$ cat src/colmix_pkg.sv
// shared widths and constants for the colour mixer
// imported by every stage; pixel field layouts are noted next to each width
`default_nettype none

package colmix_pkg;

    // character pixel: [6] tile priority, [5:0] colour
    localparam int char_w = 7;

    // scroll pixel: [10] priority, [9:4] palette, [3:0] colour
    localparam int scr_w = 11;

    // object pixel: [11:10] priority, [9:4] palette, [3:0] colour
    localparam int obj_w = 12;

    // palette geometry
    // address bit 10 selects the object half
    localparam int pal_aw    = 11;
    localparam int pal_dw    = 16;
    localparam int pal_depth = 1 << pal_aw;
    // one write enable per byte
    localparam int pal_bw    = pal_dw / 8;

    // output colour
    localparam int col_w = 5;
    localparam int rgb_w = 3 * col_w;

    // char, scroll 1, scroll 2, object
    // also the gfx_en width
    localparam int n_layers = 4;

    // object palette that darkens the tile below instead of drawing
    localparam logic [5:0] shadow_pal = 6'h3f;

    // pixel pipeline depth in pxl_cen strobes
    // layer_prio, palette read, video_out
    localparam int pipe_dly = 3;

endpackage

`default_nettype wire
$ cat src/pal_cpu_port.sv
// four-phase req/ack slave for palette access
// one ram access per request; ack 2 clk after req, released 1 clk after req drops
`timescale 1ns/100ps
`default_nettype none

module pal_cpu_port (
    input  logic                            clk,
    input  logic                            arst_n,
    input  logic                            cpu_req,
    input  logic                            cpu_we,
    input  logic [colmix_pkg::pal_aw-1:0]   cpu_addr,
    input  logic [colmix_pkg::pal_dw-1:0]   cpu_wdata,
    input  logic [colmix_pkg::pal_bw-1:0]   cpu_be,
    output logic                            cpu_ack,
    output logic [colmix_pkg::pal_dw-1:0]   cpu_rdata,
    // palette side
    output logic [colmix_pkg::pal_aw-1:0]   ram_addr,
    output logic [colmix_pkg::pal_bw-1:0]   ram_we,
    output logic [colmix_pkg::pal_dw-1:0]   ram_wdata,
    input  logic [colmix_pkg::pal_dw-1:0]   ram_rdata
);
    import colmix_pkg::*;

    typedef enum logic [1:0] {
        st_idle,
        st_access,
        st_ack,
        st_release
    } state_t;

    state_t            state;
    logic              we_q;
    logic [pal_bw-1:0] be_q;

    // request fields latched at the start of each access
    always_ff @(posedge clk) begin
        if (state == st_idle && cpu_req) begin
            ram_addr  <= cpu_addr;
            ram_wdata <= cpu_wdata;
            be_q      <= cpu_be;
            we_q      <= cpu_we;
        end
    end

    // write strobe only in the access cycle
    assign ram_we = (state == st_access && we_q) ? be_q : '0;

    always_ff @(posedge clk or negedge arst_n) begin
        if (!arst_n) begin
            state   <= st_idle;
            cpu_ack <= 1'b0;
        end else begin
            case (state)
                st_idle:    if (cpu_req) state <= st_access;
                // ram read data lands at the end of this cycle
                st_access:  state <= st_ack;
                st_ack: begin
                    cpu_ack <= 1'b1;
                    state   <= st_release;
                end
                // wait for master to drop req
                st_release: begin
                    if (!cpu_req) begin
                        cpu_ack <= 1'b0;
                        state   <= st_idle;
                    end
                end
                default:    state <= st_idle;
            endcase
        end
    end

    // read data held until next request reaches ack
    always_ff @(posedge clk) begin
        if (state == st_ack) begin
            cpu_rdata <= ram_rdata;
        end
    end

endmodule

`default_nettype wire

$ cat config.mk
export PLATFORM = sky130hd
export DESIGN_NAME = pal_cpu_port
export DESIGN_NICKNAME = d
export VERILOG_FILES = /design/src/colmix_pkg.sv /design/src/pal_cpu_port.sv
export SDC_FILE = /design/constraint.sdc
export NUM_CORES = 1
export LEC_CHECK = 0
export ABC_CLOCK_PERIOD_IN_PS = 3350
export BUFFER_PORTS_ARGS = -buffer_cell sky130_fd_sc_hd__buf_4
export CAP_MARGIN = 20
export CORE_MARGIN = 2
export CORE_UTILIZATION = 45
export DETAILED_ROUTE_END_ITERATION = 6
export PLACE_DENSITY = 0.93
export SLEW_MARGIN = 0
export SYNTH_ARGS = -nofsm -noshare
export SYNTH_HDL_FRONTEND = slang
export SYNTH_SLANG_ARGS = --single-unit
$ cat constraint.sdc
create_clock -name clk -period 3.35 [get_ports clk]
set_clock_uncertainty 0.15 [all_clocks]
set_input_delay 0 -clock clk [delete_from_list [all_inputs] [get_ports clk]]
set_output_delay 0 -clock clk [all_outputs]
set_load 0.02 [all_outputs]
==> Word level (Yosys, flattened, before mapping) <==
Index checks and enable logic that the tools add are counted.
{ "totals": {"elab_cells": 24, "regBits": 49, "inputBits": 49} }
{ "op_classes": {"n_reduce_logical": 6, "n_eq_ne": 5, "muxes": 6} }
{ "op_table": {"columns": ["operator", "count"], "rows": [
  ["2-bit one-hot mux with 4 select lines", 1],
  ["2-bit 2-to-1 mux", 3],
  ["2-bit == test, second input constant", 2],
  ["2-bit != test, second input constant", 2],
  ["2-bit AND reduction", 2],
  ["2-bit by 1-bit == test with 1-bit output, second input constant", 1],
  ["1-bit logical AND", 2],
  ["2-bit logical NOT", 1],
  ["1-bit one-hot mux with 2 select lines", 1],
  ["2-bit nonzero test", 1],
  ["1-bit 2-to-1 mux", 1]
]} }

==> Logic depth before layout (Yosys ltp) <==
{ "logic_depth": {"depth_word": 3, "depth_mapped": 4, "ltp_nobuf": 4} }

==> Least setup slack after synthesis <==
OpenSTA, ideal clock, no wires.
{ "synth_timing": {"kind": "register -> register", "start": "register state[0]", "end": "register be_q[0], enable pin", "setup_slack_ns": 1.713, "synth_period_minus_slack_ns": 1.637, "setup_ns": 0.373, "n_path_buf": 0, "path_stages_with_launch": 4, "arrival_time_ns": 1.114, "cell_sequence": "dfrtp_1 -> inv_1 -> ha_1 -> and2_2"} }
{ "synth_between": {"elab_chain_cells": 2} }
{ "synth_lines": {"columns": ["element", "line", "text"], "rows": [
  ["start: declaration", "pal_cpu_port.sv:31", "state_t state;"],
  ["start signal: assignment", "pal_cpu_port.sv:50", "state <= st_idle;"],
  ["start signal: assignment", "pal_cpu_port.sv:54", "st_idle: if (cpu_req) state <= st_access;"],
  ["start signal: assignment", "pal_cpu_port.sv:56", "st_access: state <= st_ack;"],
  ["2-bit logical NOT", "pal_cpu_port.sv:37", "if (state == st_idle && cpu_req) begin"],
  ["1-bit logical AND", "pal_cpu_port.sv:37", null],
  ["end signal: assignment", "pal_cpu_port.sv:40", "be_q <= cpu_be;"],
  ["end: declaration", "pal_cpu_port.sv:33", "logic [pal_bw-1:0] be_q;"]
]} }
Every way passes these cells.
A chain may end at the register's enable or synchronous reset.

==> Worst setup path after layout <==
{ "layout_timing": {"start": "register state[0]", "end": "register ram_addr[9] in the netlist's numbering, enable pin"} }
{ "layout_between": {"elab_chain_cells": 2} }
{ "layout_lines": {"columns": ["element", "line", "text"], "rows": [
  ["2-bit logical NOT", "pal_cpu_port.sv:37", null],
  ["1-bit logical AND", "pal_cpu_port.sv:37", null],
  ["end signal: assignment", "pal_cpu_port.sv:38", "ram_addr <= cpu_addr;"],
  ["end: declaration", "pal_cpu_port.sv:17", "output logic [colmix_pkg::pal_aw-1:0] ram_addr,"]
]} }
Every way passes these cells.

==> results.py <==
metrics = {
    "clock_network": {
        "path_clk_slew_ps": 140,
        "clk_latency_ps": 360,
        "cts_sinks": 49,
        "numCtsBuffers": 5,
        "cts_tree": "built",
        "cts.htree.levels": 2,
        "clockRootBuffer": "clkbuf_4",
        "clock_path_buffers": 2,
    },
    "synthesis": {
        "synth_top_family_by_area": "adder cells",
        "ys_ff_latch": 49,
        "synthAdderAreaFrac": 0.03925,
        "avgSynthCellArea_sq_um": 24.15,
        "yosys.area.top_type": "edfxtp_1",
        "yosys.area_share.simple": 0.01962,
        "synthMuxAreaShare": 0.01962,
        "synth_top_area_share": 0.8666,
        "synth_nets": 120,
        "synth_area_sq_mm": 0.001594,
        "syn-instance-count": 66,
        "yosys-top-cells-area": "edfxtp_1, dfrtp_1, ha_1, mux2i_1, and3_1",
        "yosysUniqueCellTypes": 11,
        "synth_compound_area_frac": 0.003140,
        "yosysSeqAreaShare": 0.9137,
        "yosys.area_share.xor_xnor": 0,
        "ys.warnings.count": 0,
    },
    "global_route": {
        "grt_overflow_total": 0,
        "grt_pass1_vias": 1332,
        "grt_max_degree": 31,
        "antenna_found_initial": 0,
        "grtUsageTotal": 0.2537,
        "grt_pass1_wl_mm": 7.134,
    },
    "critical_path": {
        "critPathLaunchType": "flop",
        "path_max_fanout": 30,
        "timing.rr.end": "ram_addr[9]",
        "reg2regPathDepth": 3,
        "worstSetupEndpoint": "ram_addr[9]",
        "required_ps": 3210,
        "cp.arrival_ps": 1830,
        "path_class": "flop to flop",
        "worst-r2r-setup-slack_ps": 1380,
        "critPathCaptureType": "flop",
        "rr_startpoint": "state[0]",
        "crit_start": "state[0]",
    },
    "routing": {
        "drc": 0,
        "vias": 1245,
        "postRouteAntennaNets": 0,
        "first_pass_iters": 4,
        "initialDrtViolationCount": 38,
        "via_per_inst": 4.734,
        "wl_mm": 5.020,
        "wl_per_cell_um": 19.09,
    },
    "floorplanning": {
        "rows": 21,
        "core_sq_mm": 0.003363,
        "die_h_um": 63.52,
        "num_io_pins": 95,
        "start_util": 0.4740,
        "die_w_um": 63.52,
        "die_area_sq_mm": 0.004034,
    },
    "min_path": {
        "hold_path_class": "primary input to flop",
    },
    "placed_design": {
        "placed_cell_area_sq_mm": 0.002357,
        "io_buffers": 94,
        "gp_congestion": 0.6696,
        "dp_cells": 206,
        "hpwl_mm": 2.491,
    },
    "finish": {
        "drive_above_1_share": 0.4747,
        "area_growth_pct": 82.42,
        "final_area_sq_mm": 0.002908,
        "fin_nets": 270,
        "fin_cells": 263,
        "antenna_cells": 0,
    },
    "sta": {
        "grt_setup_unrepaired": "no",
        "setup_viol": 0,
        "tns_ps": 0,
        "hold_violations": 0,
        "max_slew_margin": 0.4833,
        "period_needed_ps": 1967,
        "finalMaxSlewViolations": 0,
        "min_period_over_period": 0.5871,
        "worstMarginPinSlew_ps": 775.1,
        "fmax_ghz": 0.5085,
    },
    "job": {
        "cap_violations": 0,
    },
    "power_and_ir_drop": {
        "vdd_ir_drop_max_v": 0.0005143,
        "leakagePower_nw": 1.231,
        "power.density_mw_per_mm2": 620.6,
    },
    "outcome": {
        "status": "finished clean",
    },
}
## how the worst min path moves through the flow
stage                     slack [ps]           end          from  cells after the start
final                            190  ram_wdata[0]  cpu_wdata[0]                      2
after global routing             170  cpu_rdata[6]  ram_rdata[6]                      2
after CTS                        190  cpu_rdata[0]  ram_rdata[0]                      2
after detailed placement        -360       cpu_ack        arst_n                      1
after global placement          -360      state[1]        arst_n                      1
after floorplan                 -450       cpu_ack        arst_n                      0
## state kept, by name (all words and copies together), names as in the netlist
signal and cells:
cpu_rdata 16, ram_wdata 16, ram_addr 11, be_q 2
state 2, cpu_ack 1, we_q 1
## critical path: stages, from the launching register on
cell	delay [ps]
dfrtp_1	450
inv_1	150
ha_1	230
and2_2	630
## cells by family after synthesis
group                    Yosys count
adder cells (fa/ha/maj)            5
flip-flops                        49
AO/OA/AOI/OAI                      1
multiplexers                       3
AND/OR/NAND/NOR                    6
buffers and inverters              2
## per-layer routing
layer / up-vias / track usage / part of all wire
met1: 601 / 0.2543 / 0.33
met5: - / 0 / 0
li1: 551 / - / -
met2: 77 / 0.4816 / 0.57
met4: 0 / 0.1168 / 0.034
met3: 16 / 0.06607 / 0.065
## power breakdown
part | switching [W] | leakage, nW | internal (W) | total [W]
clock network | 0.000194 | 0.0234 | 0.0000813 | 0.000275
logic | 0.000355 | 0.748 | 0.000256 | 0.000611
registers | 0.0000658 | 0.460 | 0.000852 | 0.000918
total | 0.000614 | 1.23 | 0.00119 | 0.00180
## area by class of cell
cell class / instances / area, sq um
Sequential cell: 49 / 1456
Timing Repair Buffer: 143 / 1196
Fill cell: 154 / 455.4
Multi-Input combinational cell: 15 / 130.1
Tap cell: 46 / 57.56
Clock buffer: 5 / 37.54
Clock inverter: 3 / 22.52
Inverter: 2 / 7.507
## cells in the final DEF (no fill, tap or decap)
cell,synthesis,layout
and3_1,2,2
clkinvlp_4,0,3
nand2_1,1,1
dfrtp_1,3,3
mux2_1,1,1
dlygate4sd3_1,0,49
mux2i_1,2,2
and2_2,1,1
o21ai_0,1,1
buf_4,0,94
edfxtp_1,46,46
ha_1,5,5
clkbuf_4,0,5
nor2_1,2,2
inv_1,2,2
## per-stage QoR
| step | setup WS, ps | total power, W | utilization | hold slack [ps] |
|---|---|---|---|---|
| finish | 1383 | 0.001804 | 0.8646 | 189.2 |
| detailed placement | 1504 | 0.001448 | 0.7009 | -356.4 |
| CTS | 1477 | 0.001750 | 0.8646 | 186.3 |
| global route | 1341 | 0.001864 | 0.8646 | 166.0 |
| floorplan | 1713 | 0.001187 | - | -445.6 |
| global placement | 1616 | 0.001415 | 0.7009 | -358.4 |
## synthesized netlist by cell type, drive strengths merged
master and number:
dfrtp 3, and2 1, and3 2, inv 2
o21ai 1, edfxtp 46, nand2 1, mux2i 2
nor2 2, ha 5, mux2 1
## what timing repair did
item	in CTS	in global routing
setup endpoints to repair	0	0
hold buffers	49	0
resized for setup	0	0
setup buffers	0	0
hold endpoints to repair	52	0
Note: power is estimated with default switching activity, not from simulation.
