==> config.mk <==
export PLATFORM = sky130hd
export DESIGN_NAME = layer_prio
export DESIGN_NICKNAME = d
export VERILOG_FILES = /design/src/colmix_pkg.sv /design/src/layer_prio.sv
export SDC_FILE = /design/constraint.sdc
export NUM_CORES = 1
export LEC_CHECK = 0
export BUFFER_PORTS_ARGS = -buffer_cell sky130_fd_sc_hd__buf_2
export CORE_ASPECT_RATIO = 1.75
export CORE_UTILIZATION = 47
export CTS_BUF_LIST = sky130_fd_sc_hd__clkbuf_4
export CTS_CLUSTER_SIZE = 14
export DETAILED_ROUTE_END_ITERATION = 10
export MAX_ROUTING_LAYER = met4
export PLACE_DENSITY_LB_ADDON = 0.2
export SYNTH_ARGS = -nofsm -noshare
export SYNTH_HDL_FRONTEND = slang
export SYNTH_SLANG_ARGS = --single-unit
export TNS_END_PERCENT = 100
==> constraint.sdc <==
create_clock -name clk -period 0.85 [get_ports clk]
set_input_delay 0.17 -clock clk [delete_from_list [all_inputs] [get_ports clk]]
set_output_delay 0.17 -clock clk [all_outputs]
set_load 0.005 [all_outputs]
==> src/colmix_pkg.sv <==
// shared widths and constants for the colour mixer
// imported by every stage; pixel field layouts are noted next to each width
`default_nettype none

package colmix_pkg;

    // character pixel: [6] tile priority, [5:0] colour
    localparam int char_w = 7;

    // scroll pixel: [10] priority, [9:4] palette, [3:0] colour
    localparam int scr_w = 11;

    // object pixel: [11:10] priority, [9:4] palette, [3:0] colour
    localparam int obj_w = 12;

    // palette geometry
    // address bit 10 selects the object half
    localparam int pal_aw    = 11;
    localparam int pal_dw    = 16;
    localparam int pal_depth = 1 << pal_aw;
    // one write enable per byte
    localparam int pal_bw    = pal_dw / 8;

    // output colour
    localparam int col_w = 5;
    localparam int rgb_w = 3 * col_w;

    // char, scroll 1, scroll 2, object
    // also the gfx_en width
    localparam int n_layers = 4;

    // object palette that darkens the tile below instead of drawing
    localparam logic [5:0] shadow_pal = 6'h3f;

    // pixel pipeline depth in pxl_cen strobes
    // layer_prio, palette read, video_out
    localparam int pipe_dly = 3;

endpackage

`default_nettype wire
==> src/layer_prio.sv <==
// first pixel stage of the mixer
// gates layers, resolves tile against object and registers the palette address
// a shadow object shows the tile below with the shadow flag set
`timescale 1ns/100ps
`default_nettype none

module layer_prio (
    input  logic                              clk,
    input  logic                              arst_n,
    input  logic                              pxl_cen,
    input  logic [colmix_pkg::n_layers-1:0]   gfx_en,
    input  logic [colmix_pkg::char_w-1:0]     char_pxl,
    input  logic [colmix_pkg::scr_w-1:0]      scr1_pxl,
    input  logic [colmix_pkg::scr_w-1:0]      scr2_pxl,
    input  logic [colmix_pkg::obj_w-1:0]      obj_pxl,
    output logic [colmix_pkg::pal_aw-1:0]     pal_addr,
    output logic                              shadow
);
    import colmix_pkg::*;

    // candidate layout
    // [pal_aw] shadow, [pal_aw-1] object half, [pal_aw-2:0] palette and colour
    function automatic logic [pal_aw:0] tile_or_obj(
        input logic [pal_aw-2:0] obj,
        input logic [pal_aw-2:0] tile,
        input logic              tile_prio,
        input logic              obj_ok
    );
        logic obj_wins;
        // object needs a colour, the priority slot and a weak or clear tile
        obj_wins = (obj[3:0] != 4'd0) && obj_ok && (!tile_prio || tile[2:0] == 3'd0);
        if (!obj_wins) begin
            tile_or_obj = {2'b00, tile};
        end else if (obj[pal_aw-2:4] == shadow_pal) begin
            // shadow sprite, keep tile and mark it
            tile_or_obj = {2'b10, tile};
        end else begin
            tile_or_obj = {2'b01, obj};
        end
    endfunction

    // objects are opaque on all four colour bits, tiles only on the low three
    function automatic logic is_opaque(input logic [pal_aw:0] cand);
        logic res;
        if (cand[pal_aw-1]) begin
            res = cand[3:0] != 4'd0;
        end else begin
            res = cand[2:0] != 3'd0;
        end
        return res;
    endfunction

    logic [char_w-1:0] char_g;
    logic [scr_w-1:0]  scr1_g;
    logic [scr_w-1:0]  scr2_g;
    logic [obj_w-1:0]  obj_g;
    logic [1:0]        obj_prio;
    logic [pal_aw:0]   cand [n_layers];
    logic [pal_aw:0]   chosen;

    // layer gating, a disabled layer loses its colour bits only
    always_comb begin
        char_g = char_pxl;
        scr1_g = scr1_pxl;
        scr2_g = scr2_pxl;
        obj_g  = obj_pxl;
        if (!gfx_en[0]) char_g[3:0] = 4'd0;
        if (!gfx_en[1]) scr1_g[3:0] = 4'd0;
        if (!gfx_en[2]) scr2_g[3:0] = 4'd0;
        if (!gfx_en[3]) obj_g[3:0]  = 4'd0;
    end

    assign obj_prio = obj_g[obj_w-1 -: 2];

    // char sits on palette 0 of the tile half
    assign cand[0] = tile_or_obj(obj_g[pal_aw-2:0], {4'd0, char_g[char_w-2:0]},
                                 char_g[char_w-1], obj_prio == 2'd3);
    assign cand[1] = tile_or_obj(obj_g[pal_aw-2:0], scr1_g[pal_aw-2:0],
                                 scr1_g[scr_w-1], obj_prio >= 2'd2);
    assign cand[2] = tile_or_obj(obj_g[pal_aw-2:0], scr2_g[pal_aw-2:0],
                                 scr2_g[scr_w-1], obj_prio >= 2'd1);
    // backdrop, scroll 2 palette with no colour, any visible object beats it
    assign cand[3] = tile_or_obj(obj_g[pal_aw-2:0], {scr2_g[pal_aw-2:4], 4'd0},
                                 1'b0, 1'b1);

    // first opaque candidate wins, backdrop otherwise
    always_comb begin
        chosen = cand[n_layers-1];
        for (int i = n_layers - 2; i >= 0; i--) begin
            if (is_opaque(cand[i])) begin
                chosen = cand[i];
            end
        end
    end

    always_ff @(posedge clk or negedge arst_n) begin
        if (!arst_n) begin
            pal_addr <= '0;
            shadow   <= 1'b0;
        end else if (pxl_cen) begin
            pal_addr <= chosen[pal_aw-1:0];
            shadow   <= chosen[pal_aw];
        end
    end

endmodule

`default_nettype wire

==> metrics, run 1 <==
top_reg_cell synth dfrtp_1; io pins 60; CTS Root Cell clkbuf_4; All-Layer GR Usage 0.733; Post-synth ARST share 1.00; initial core utilization 0.498; post-GRT worst EP pal_addr[3]$_DFFE_PN0P_/D; post-DP HPWL 3.72 mm; Yosys top cell by area dfrtp_1; largest net degree at the start of global routing 13; error message [ERROR GRT-0232] Routing congestion too high. Check the congestion heatmap in the GUI.; sequential-to-total area share from yosys stat 0.262; synth warn 0; failing step global routing (5_1_grt); synthesized net count 188; worst_ep kind sequential cell input; most frequent cell after synthesis nand2_1; largest cells by area after synthesis dfrtp_1 26%, nand2_1 6.5%, mux2_2 5.9%; clk buf depth 2; die width 39.4 um; Site Rows 23; cts bufs inserted 3; DIE HEIGHT 67.4 um; Synth Cell Area 1150 sq um; status aborted with a tool error; Post-synth top cells 20 x nand2_1, 12 x dfrtp_1, 10 x a21oi_1; EDFF count, synth 0; H-tree depth 1; routability congestion estimate 0.861; CTS Sinks 12; post-synthesis sequential element count 12; Port Buffers 59; Post-Synthesis Cells 140; global route overflow 37; dpl ws -1.10 ns; share of the synthesized area in the top cell type 0.262; Synth cell types 41; Avg Cell Area, Syn 8.20 sq um
cells by family after synthesis:
| logic type | after synthesis | synth area share |
|---|---|---|
| AOI/OAI and AO/OA | 60 | 0.382 |
| and+or+nand+nor | 42 | 0.170 |
| muxes | 13 | 0.124 |
| buffers and inverters | 13 | 0.0622 |
| DFF | 12 | 0.262 |
routing by layer:
metal	global-route usage	GRT overflow
met5	-	-
met4	0.884	22
met3	0.414	0
met2	0.960	15
met1	0.636	0
what timing repair did:
item,4_1_cts
cloned,0
hold endpoints to repair,12
hold buffers,1
resized for setup,36
setup endpoints to repair,24
buffers inserted,17
pin swaps,24
stage by stage:
| step | instance area, sq um | instances |
|---|---|---|
| after floorplan | 1170 | 140 |
| after global placement | 1740 | 257 |
| after detailed placement | 1740 | 257 |
| after CTS | 2040 | 278 |
==> run 2, diff against run 1 <==
==> config.mk (replaced) <==
export PLATFORM = sky130hd
export DESIGN_NAME = layer_prio
export DESIGN_NICKNAME = d
export VERILOG_FILES = /design/src/colmix_pkg.sv /design/src/layer_prio.sv
export SDC_FILE = /design/constraint.sdc
export NUM_CORES = 1
export LEC_CHECK = 0
export BUFFER_PORTS_ARGS = -buffer_cell sky130_fd_sc_hd__buf_2
export CORE_AREA = 2 2 63 65
export DETAILED_ROUTE_END_ITERATION = 10
export DIE_AREA = 0 0 65 67
export PLACE_DENSITY_LB_ADDON = 0.15
export SYNTH_ARGS = -nofsm -noshare
export SYNTH_HDL_FRONTEND = slang
export SYNTH_SLANG_ARGS = --single-unit
export TNS_END_PERCENT = 100
==> run 2 against run 1 <==
Effect of this change: the flow now finishes, with violations (setup timing); synthesized area is the same; synthesized cell count is the same.
==> metrics, run 2 <==
status finished, violations left (was aborted with a tool error); failing checks setup timing; most common cell after layout, fill and taps aside buf_2; Max-Slew Margin vs Limit 0.762; Hold EP pal_addr[4]; crit end category flop; Post-synth ARST share 1.00 (unchanged); area added between synthesis and finish 81.1%; r2r startpoint pal_addr[4]; Slew @ Worst Pin 0.354 ns; io pins 60 (unchanged); Setup WS post-layout -0.756 ns; GR Util met3 0.0422; M1 GR Usage 0.286; Tightest Hold Check Type in -> reg; synthesized net count 188 (unchanged); grt peak-use layer met2; Worst Hold Slack 0.246 ns; Final Slew Violations 0; crit-path cells buf_6 -> o41a_1 -> o211ai_1 -> buf_4 -> nor2b_4 -> buf_6 -> mux2_4 -> o22ai_2 -> a31oi_1; Site Rows 22 (was 23); r2r endpoint pal_addr[4]; 1st-pass router iterations 4; Peak VDD IR 714 uV; WL/cell 15.3 um; Hold Path Cell Cnt 3; antenna violations before repair 0; Post-Synthesis Cells 140 (unchanged); final count of hold timing violations 0; sequential-to-total area share from yosys stat 0.262 (unchanged); DRC 0; Max FO, Critical Path 4; Reg with most FFs pal_addr; layout cells sized above 1 0.611; Worst-path clk slew 0.06 ns; # diodes 0; CTS tree built; CTS Sinks 12 (unchanged); global route overflow 0; Leak 0.000968 uW; EDFF count, synth 0 (unchanged); vias in the first global route 1,535; Detailed Route Iter0 Violations 88; Core Region 3610 sq um; most frequent cell after synthesis nand2_1 (unchanged); Max stage delay on crit path 0.45 ns; DIE HEIGHT 67 um (was 67.4 um); first-pass GRT wire length 7.20 mm; CTS Root Cell clkbuf_8 (was clkbuf_4); pwr dens 1110 nW/um^2; reg2reg setup slack 0 ns; Port Buffers 59 (unchanged); Tcrit/Tclk final 1.89; Achievable Freq 623 MHz; placed cell count 281 (was 257); min Tclk post-route 1.61 ns; commonest non-fill, non-tap cells in the layout 56 x buf_2, 47 x buf_4, 19 x nand2_1; largest cells by area after synthesis dfrtp_1 26%, nand2_1 6.5%, mux2_2 5.9% (unchanged); CP Data Arrival Time 1.72 ns; largest net degree at the start of global routing 13; share of the synthesized area in the top cell type 0.262 (unchanged); Avg Cell Area, Syn 8.20 sq um (unchanged); CP Class in -> reg; top_reg_cell synth dfrtp_1 (unchanged); unrepaired setup endpoints after global routing yes; H-tree depth 1 (unchanged); Synth Cell Area 1150 sq um (unchanged); most frequent CP cell buf_6; post-DP HPWL 3.58 mm (was 3.72 mm); final setup violation count 24; slowest CP cell o41a_1; Post-synth top cells 20 x nand2_1, 12 x dfrtp_1, 10 x a21oi_1 (unchanged); Setup crit start kind input port; antenna-violating nets left 0; Critical Path RT 0.97 ns; Synth cell types 41 (unchanged); Die Area 4360 sq um; clk buf depth 2 (unchanged); max_cap viols 0; All-Layer GR Usage 0.215; min-delay src scr1_pxl[4]; dpl ws -1.01 ns (was -1.10 ns); max reg flops 11; fillers 320; cts bufs inserted 3 (unchanged); WL final 4.53 mm; Via density 5.46; clk_skew 0 ns; Worst Reg2Reg Path Length in Cells 3; fin cells 295; routability congestion estimate 0.967 (was 0.861); Yosys top cell by area dfrtp_1 (unchanged); post-synthesis sequential element count 12 (unchanged); met2 usage 0.363; Nets 296; via count 1,611; clk_lat worst skew 0.24 ns; die width 65 um (was 39.4 um); initial core utilization 0.318 (was 0.498); synth warn 0 (unchanged); biggest regs pal_addr: 11 flops, shadow: 1 flops
## run 2: critical path: cells and delay by family
family | cells | cell delay [ns]
AOI/OAI and AO/OA | 4 | 0.81
buffers and inverters | 3 | 0.40
muxes | 1 | 0.28
and+or+nand+nor | 1 | 0.05
## run 2: final cells by class
class | count | area [sq um] | share of cell area
clock buffers | 4 | 55.1 | 0.0265
inverters | 5 | 18.8 | 0.00903
flip-flops and latches | 12 | 300 | 0.144
repair buffers | 111 | 722 | 0.347
multi-input cells | 115 | 922 | 0.444
well taps | 48 | 60.1 | 0.0289
## run 2: timing repair
item	CTS	global route
hold buffers	1	0
buffers inserted	4	5
setup endpoints to repair	24	24
pin swaps	11	12
hold endpoints to repair	12	0
resized for setup	16	22
## run 2: worst max path at each step
stage                 from          end  cells past startpoint
6_report        obj_pxl[0]  pal_addr[4]                      9
5_1_grt         obj_pxl[0]  pal_addr[4]                      9
4_1_cts         obj_pxl[3]  pal_addr[1]                      7
3_5_place_dp   char_pxl[0]  pal_addr[4]                      8
3_3_place_gp   char_pxl[0]  pal_addr[4]                      8
2_1_floorplan   obj_pxl[0]  pal_addr[4]                      7
## run 2: through the flow
stage	TNS (ns)	power, uW	util	area, sq um
2_1_floorplan	-7.91	1070	-	1170
3_3_place_gp	-11.13	1490	0.493	1780
3_5_place_dp	-11.59	1510	0.493	1780
4_1_cts	-9.11	2230	0.540	1950
5_1_grt	-9.62	2450	0.576	2080
6_report	-8.64	2310	0.576	2080
## run 2: cells by family after synthesis
group / count (synthesis) / synth area share
AOI/OAI and AO/OA: 60 / 0.382
and+or+nand+nor: 42 / 0.170
muxes: 13 / 0.124
DFF: 12 / 0.262
buffers and inverters: 13 / 0.0622
## run 2: power by group
part | internal [uW] | leakage [uW] | switching [uW]
Combinational | 531 | 0.000794 | 465
Sequential | 644 | 0.000145 | 36.4
Clock | 410 | 0.0000288 | 226
## run 2: per-layer routing
layer,vias to the layer above,share of wire
met5,-,0
met4,0,0.0046
met3,4,0.063
met2,63,0.49
met1,773,0.44
li1,771,-
(Power assumes the default switching activity.)
