==> src/colmix_pkg.sv <==
// shared widths and constants for the colour mixer
// imported by every stage; pixel field layouts are noted next to each width
`default_nettype none

package colmix_pkg;

    // character pixel: [6] tile priority, [5:0] colour
    localparam int char_w = 7;

    // scroll pixel: [10] priority, [9:4] palette, [3:0] colour
    localparam int scr_w = 11;

    // object pixel: [11:10] priority, [9:4] palette, [3:0] colour
    localparam int obj_w = 12;

    // palette geometry
    // address bit 10 selects the object half
    localparam int pal_aw    = 11;
    localparam int pal_dw    = 16;
    localparam int pal_depth = 1 << pal_aw;
    // one write enable per byte
    localparam int pal_bw    = pal_dw / 8;

    // output colour
    localparam int col_w = 5;
    localparam int rgb_w = 3 * col_w;

    // char, scroll 1, scroll 2, object
    // also the gfx_en width
    localparam int n_layers = 4;

    // object palette that darkens the tile below instead of drawing
    localparam logic [5:0] shadow_pal = 6'h3f;

    // pixel pipeline depth in pxl_cen strobes
    // layer_prio, palette read, video_out
    localparam int pipe_dly = 3;

endpackage

`default_nettype wire
==> src/video_out.sv <==
// last pixel stage
// unpacks the palette word, dims shadowed pixels, applies video enable
// rgb and blanks registered together on pxl_cen
`timescale 1ns/100ps
`default_nettype none

module video_out (
    input  logic                            clk,
    input  logic                            arst_n,
    input  logic                            pxl_cen,
    input  logic                            video_en,
    input  logic                            shadow,
    input  logic [colmix_pkg::pal_dw-1:0]   pal_data,
    input  logic                            hblank_n,
    input  logic                            vblank_n,
    output logic [colmix_pkg::col_w-1:0]    red,
    output logic [colmix_pkg::col_w-1:0]    green,
    output logic [colmix_pkg::col_w-1:0]    blue,
    output logic                            hblank_dly_n,
    output logic                            vblank_dly_n
);
    import colmix_pkg::*;

    // roughly 75 percent brightness
    function automatic logic [col_w-1:0] dim(input logic [col_w-1:0] c);
        return c - (c >> 2);
    endfunction

    logic [col_w-1:0] r_pal;
    logic [col_w-1:0] g_pal;
    logic [col_w-1:0] b_pal;
    logic [rgb_w-1:0] gated;
    logic [rgb_w-1:0] rgb_q;

    // palette word: four upper bits per channel in [11:0], lsbs in [14:12]
    assign r_pal = {pal_data[3:0],  pal_data[12]};
    assign g_pal = {pal_data[7:4],  pal_data[13]};
    assign b_pal = {pal_data[11:8], pal_data[14]};

    always_comb begin
        // bit 15 set means colour ignores shadow
        if (shadow && !pal_data[15]) begin
            gated = {dim(r_pal), dim(g_pal), dim(b_pal)};
        end else begin
            gated = {r_pal, g_pal, b_pal};
        end
        if (!video_en) begin
            gated = '0;
        end
    end

    // blanks start low so the screen reads as blanked after reset
    always_ff @(posedge clk or negedge arst_n) begin
        if (!arst_n) begin
            rgb_q        <= '0;
            hblank_dly_n <= 1'b0;
            vblank_dly_n <= 1'b0;
        end else if (pxl_cen) begin
            rgb_q        <= gated;
            hblank_dly_n <= hblank_n;
            vblank_dly_n <= vblank_n;
        end
    end

    assign {red, green, blue} = rgb_q;

endmodule

`default_nettype wire

==> config.mk <==
export PLATFORM = sky130hd
export DESIGN_NAME = video_out
export DESIGN_NICKNAME = d
export VERILOG_FILES = /design/src/colmix_pkg.sv /design/src/video_out.sv
export SDC_FILE = /design/constraint.sdc
export NUM_CORES = 1
export LEC_CHECK = 0
export BUFFER_PORTS_ARGS = -buffer_cell sky130_fd_sc_hd__clkbuf_2
export CORE_MARGIN = 2
export CORE_UTILIZATION = 47
export CTS_BUF_LIST = sky130_fd_sc_hd__clkbuf_8
export CTS_CLUSTER_DIAMETER = 40
export DETAILED_ROUTE_END_ITERATION = 8
export PLACE_DENSITY = 0.78
export SLEW_MARGIN = 25
export SYNTH_ARGS = -nofsm -noshare
export SYNTH_HDL_FRONTEND = slang
export SYNTH_SLANG_ARGS = --single-unit
==> constraint.sdc <==
create_clock -name clk -period 0.8 [get_ports clk]
set_input_delay 0.04 -clock clk [delete_from_list [all_inputs] [get_ports clk]]
set_output_delay 0.04 -clock clk [all_outputs]
set_load 0.02 [all_outputs]
Word level (Yosys, flattened, before mapping)

Index checks and enable logic that the tools add are counted.

Add/subtract/negate cells: 3
Multiplexer cells: 2
Reduce and logical (&&, ||, !) cells: 2

Operator list:

| operator                                    | number |
|---|---|
| 15-bit two-way mux                          | 2 |
| 5-bit by 3-bit subtractor with 5-bit output | 3 |
| 1-bit logical AND                           | 1 |
| 1-bit logical NOT                           | 1 |

Flip-flop bits (word level): 17
Input bits: 23
Output and inout port bits: 17

Longest topological paths before layout

Depth after elaboration: 4
Mapped depth: 8

Worst setup path after synthesis

No wires, ideal clock.

Path kind: input to register
From: in pal_data[12] (netlist bit)
To: reg rgb_q[14]
Arrival time: 1.289 ns
Data required time: 0.680 ns
Slack: -0.609 ns
Cell stages on the path: 7
Cell sequence: inv_1 -> ha_1 -> inv_1 -> fa_1 -> a2111oi_4 -> xnor2_1 -> a31o_1

Word-level cells in the longest chain between the ends: 3

Ends and longest elaborated chain:

| element                                     | line            | RTL |
|---|---|---|
| start, declared                             | video_out.sv:13 | `input logic [colmix_pkg::pal_dw-1:0] pal_data,` |
| 5-bit by 3-bit subtractor with 5-bit output | video_out.sv:26 | `return c - (c >> 2);` |
| 15-bit two-way mux                          | video_out.sv:42 | `if (shadow && !pal_data[15]) begin` |
| 15-bit two-way mux                          | video_out.sv:47 | `if (!video_en) begin` |
| end signal, assigned                        | video_out.sv:59 | `rgb_q <= gated;` |
| end, declared                               | video_out.sv:33 | `logic [rgb_w-1:0] rgb_q;` |

No other way between the ends.
A chain may end at the register's enable or synchronous reset.

Final worst setup path

Ends and elaborated chain as after synthesis.

==> impl_metrics.xml <==
<?xml version="1.0" encoding="UTF-8"?>
<metrics>
  <group name="grt">
    <metric name="globalRouteOverflowTotal" unit="">0</metric>
    <metric name="grt_max_degree" unit="">18</metric>
    <metric name="grt_pass1_vias" unit="">1223</metric>
    <metric name="antenna_violations_before_repair" unit="">0</metric>
    <metric name="globalRouteTotalUtil" unit="%">25.29</metric>
    <metric name="grt_pass1_wl" unit="µm">5368</metric>
  </group>
  <group name="timing">
    <metric name="period_minus_slack" unit="ps">1221</metric>
    <metric name="timing.final.ws_setup" unit="ps">-420.7</metric>
    <metric name="worst_clock_skew" unit="ps">0</metric>
    <metric name="report.final.slew_viol_count" unit="">0</metric>
    <metric name="final-hold-violation-count" unit="">0</metric>
    <metric name="finalCritPeriodShare" unit="%">152.6</metric>
    <metric name="tightestPinTransition" unit="ps">441.1</metric>
    <metric name="relSlewSlack" unit="%">70.60</metric>
    <metric name="max_freq" unit="GHz">0.8192</metric>
    <metric name="timing.final.setup_violations" unit="">31</metric>
    <metric name="rsz_0062_raised_after_global_routing" unit="">yes</metric>
  </group>
  <group name="final_layout">
    <metric name="finish.utilization" unit="%">90.07</metric>
    <metric name="nNetsFinal" unit="">236</metric>
    <metric name="post_route_cells_drive_above_1_share" unit="%">57.50</metric>
    <metric name="postLayoutCellArea" unit="µm²">2191</metric>
    <metric name="antenna_cells_inserted" unit="">0</metric>
    <metric name="layout.filler_cells" unit="">97</metric>
    <metric name="area.growth.synth_to_final" unit="%">83.35</metric>
  </group>
  <group name="power">
    <metric name="leakagePower" unit="µW">0.001038</metric>
    <metric name="maximum_vdd_drop" unit="mV">1.077</metric>
    <metric name="power_density" unit="nW/µm²">1344</metric>
  </group>
  <group name="min_path">
    <metric name="timing.hold.worst.class" unit="">input pin to register</metric>
  </group>
  <group name="worst_setup_path">
    <metric name="worst-path-buf-inv" unit="">3</metric>
    <metric name="timing.critical_path.from_type" unit="">input pin</metric>
    <metric name="path_cells" unit="">clkbuf_16 &gt; inv_12 &gt; ha_4 &gt; inv_2 &gt; fa_2 &gt; a2111oi_4 &gt; xnor2_1 &gt; a31o_1</metric>
    <metric name="worst-setup-path-type" unit="">input pin to register</metric>
    <metric name="critPathArrivalTime" unit="ps">1370</metric>
    <metric name="slowest_delay" unit="ps">370</metric>
    <metric name="critical_path_peak_fanout" unit="">2</metric>
    <metric name="critical_path.top_delay_family" unit="">compound AO/OA/AOI/OAI gates</metric>
    <metric name="cp.required" unit="ps">950</metric>
    <metric name="crit_path_max_delay_cell_type" unit="">sky130_fd_sc_hd__fa_2</metric>
    <metric name="endpoint_kind" unit="">register</metric>
  </group>
  <group name="floorplan">
    <metric name="design.portCount" unit="">40</metric>
    <metric name="die_w" unit="µm">54.42</metric>
    <metric name="initial_core_util" unit="%">49.13</metric>
    <metric name="die_area" unit="µm²">2962</metric>
    <metric name="floorplan.core_area" unit="µm²">2432</metric>
    <metric name="number_of_rows_created_at_floorplan" unit="">18</metric>
    <metric name="die_h" unit="µm">54.42</metric>
  </group>
  <group name="synthesis">
    <metric name="async_flop_share" unit="%">100.0</metric>
    <metric name="synth.avg_cell_area" unit="µm²">9.409</metric>
    <metric name="primary_flip_flop_cell_chosen_by_synthesis_mapping" unit="">sky130_fd_sc_hd__dfrtp_1</metric>
    <metric name="synth_top_cell_area_share" unit="%">35.60</metric>
    <metric name="synth_seq_area_share" unit="%">35.60</metric>
    <metric name="synth.area.top_cells" unit="">sky130_fd_sc_hd__dfrtp_1, sky130_fd_sc_hd__ha_1, sky130_fd_sc_hd__inv_1</metric>
    <metric name="post_synthesis_net_count" unit="">162</metric>
    <metric name="synth_cells" unit="">127</metric>
    <metric name="synth-seq-cells" unit="">17</metric>
    <metric name="netlist.top_cell.by_area" unit="">sky130_fd_sc_hd__dfrtp_1</metric>
    <metric name="synth_most_common_cell" unit="">sky130_fd_sc_hd__inv_1</metric>
    <metric name="synth-edff-count" unit="">0</metric>
    <metric name="synth.cell_area" unit="µm²">1195</metric>
    <metric name="netlist-cell-type-count" unit="">25</metric>
    <metric name="synth.yosys.warnings" unit="">0</metric>
    <metric name="yosys-top-cells-count" unit="">sky130_fd_sc_hd__inv_1, sky130_fd_sc_hd__dfrtp_1, sky130_fd_sc_hd__nor2_1, sky130_fd_sc_hd__ha_1, sky130_fd_sc_hd__o22ai_1</metric>
  </group>
  <group name="cts">
    <metric name="path_clk_slew" unit="ps">80</metric>
    <metric name="cts_max_level" unit="">1</metric>
    <metric name="clockRootBuffer" unit="">sky130_fd_sc_hd__clkbuf_8</metric>
    <metric name="number_of_buffers_created_by_cts" unit="">3</metric>
    <metric name="insertion_delay" unit="ps">250</metric>
    <metric name="cts_tree" unit="">yes</metric>
    <metric name="clock_sinks" unit="">17</metric>
    <metric name="ctsLongestPathBuffers" unit="">2</metric>
  </group>
  <group name="routing">
    <metric name="route.detailed.wl_per_inst" unit="µm">17.02</metric>
    <metric name="route.final.wire_length" unit="µm">3914</metric>
    <metric name="drtAntennaViolNets" unit="">0</metric>
    <metric name="drtIter0Drc" unit="">28</metric>
    <metric name="first_pass_iters" unit="">4</metric>
    <metric name="drcViolationCount" unit="">0</metric>
    <metric name="vias" unit="">1269</metric>
    <metric name="drt-vias-per-instance" unit="">5.517</metric>
  </group>
  <group name="placed_design">
    <metric name="placement.cell_area" unit="µm²">1780</metric>
    <metric name="gp_routability_congestion" unit="">0.8127</metric>
    <metric name="dp_hpwl" unit="µm">2311</metric>
    <metric name="buffer_ports.inserted" unit="">39</metric>
  </group>
  <group name="run_status">
    <metric name="failed_checks" unit="">negative setup slack</metric>
    <metric name="run_status" unit="">finished, violations left</metric>
  </group>
  <group name="run">
    <metric name="max_cap_viol_count" unit="">0</metric>
  </group>
</metrics>
-- through the flow --
stage               total power, µW  instances  hold slack (ps)  setup TNS [ps]  worst slack, ps
floorplan                      1537        127           -255.6           -3086           -483.3
global placement               1894        217           -9.452           -6215           -695.3
detailed placement             1935        217           0.8964           -6629           -737.4
CTS                            2735        226            30.86           -3522           -400.1
global route                   3082        230            23.96           -4150           -453.8
finish                         2944        230            23.40           -3345           -420.7
-- layer usage --
metal / global-route usage (%) / up-vias / wire [µm]
li1: - / 575 / -
met1: 29.62 / 622 / 1382
met2: 47.59 / 64 / 2210
met3: 2.186 / 8 / 236
met4: 8.750 / 0 / 85
met5: 0 / - / 0
-- cell usage in the layout (no fill, tap or decap), types with 3 or more instances in the layout --
cell type                   instances
sky130_fd_sc_hd__a21oi_1            6
sky130_fd_sc_hd__buf_4             32
sky130_fd_sc_hd__buf_6             21
sky130_fd_sc_hd__clkbuf_16          3
sky130_fd_sc_hd__clkbuf_2          12
sky130_fd_sc_hd__clkbuf_8           7
sky130_fd_sc_hd__dfrtp_1           15
sky130_fd_sc_hd__fa_2               3
sky130_fd_sc_hd__ha_4               7
sky130_fd_sc_hd__inv_1             14
sky130_fd_sc_hd__inv_12             5
sky130_fd_sc_hd__inv_2              3
sky130_fd_sc_hd__mux2i_1            4
sky130_fd_sc_hd__nand2b_1           3
sky130_fd_sc_hd__nand3_1            3
sky130_fd_sc_hd__nor2_1             9
sky130_fd_sc_hd__nor2b_1            5
sky130_fd_sc_hd__nor2b_4            3
sky130_fd_sc_hd__o21ai_0            3
sky130_fd_sc_hd__o22ai_1            9
sky130_fd_sc_hd__xnor2_1            3
-- area by class of cell --
cell class / instances / area, µm² / area share (%)
flip-flops and latches: 17 / 427.9 / 19.53
clock inverters: 1 / 5.005 / 0.2284
inverters: 22 / 145.1 / 6.625
multi-input cells: 82 / 827.0 / 37.75
clock buffers: 3 / 41.29 / 1.885
well taps: 30 / 37.54 / 1.713
repair buffers: 75 / 706.9 / 32.27
-- worst reg2reg max path, stage by stage (launching register included) --
cell and delay [ps]:
sky130_fd_sc_hd__dfrtp_1 410, sky130_fd_sc_hd__nor2b_1 160, sky130_fd_sc_hd__a31o_2 220
-- registers in the layout, summed over array words and instances (netlist names) --
name          flops
vblank_dly_n      1
rgb_q            15
hblank_dly_n      1
-- report_power, final --
| part | internal (µW) | switching (µW) | total (µW) |
|---|---|---|---|
| Clock | 346 | 339 | 685 |
| Combinational | 677 | 569 | 1250 |
| Sequential | 946 | 67.4 | 1010 |
| Total | 1970 | 975 | 2940 |
-- logic make-up after synthesis --
family	Yosys count	share of synthesized area (%)
buf+inv	28	9.528
xor+xnor	5	3.665
simple gates	31	14.14
mux	6	5.236
fa+ha+maj	12	14.45
compound gates	28	17.38
flops	17	35.60
-- repair_timing --
| item | CTS | global route |
|---|---|---|
| setup endpoints to repair | 29 | 31 |
| hold endpoints to repair | 17 | 0 |
| buffers inserted | 4 | 4 |
| hold buffers | 1 | 0 |
| resized for setup | 28 | 60 |
| pin swaps | 15 | 10 |
-- worst paths after layout --
| path | from | end | slack (ps) | cells past startpoint |
|---|---|---|---|---|
| setup / recovery | pal_data[12] | rgb_q[14]$_DFFE_PN0P_ | -420 | 8 |
| hold / removal | hblank_n | hblank_dly_n$_DFFE_PN0P_ | 20 | 2 |
| setup reg to reg | rgb_q[9]$_DFFE_PN0P_ | rgb_q[9]$_DFFE_PN0P_ | -90 | 2 |
| hold reg to reg | rgb_q[3]$_DFFE_PN0P_ | rgb_q[3]$_DFFE_PN0P_ | 540 | 2 |
| max in group asynchronous | arst_n | hblank_dly_n$_DFFE_PN0P_ | 220 | 2 |
| min in group asynchronous | arst_n | rgb_q[11]$_DFFE_PN0P_ | 250 | 2 |
Power figures use the tool's default switching activity.
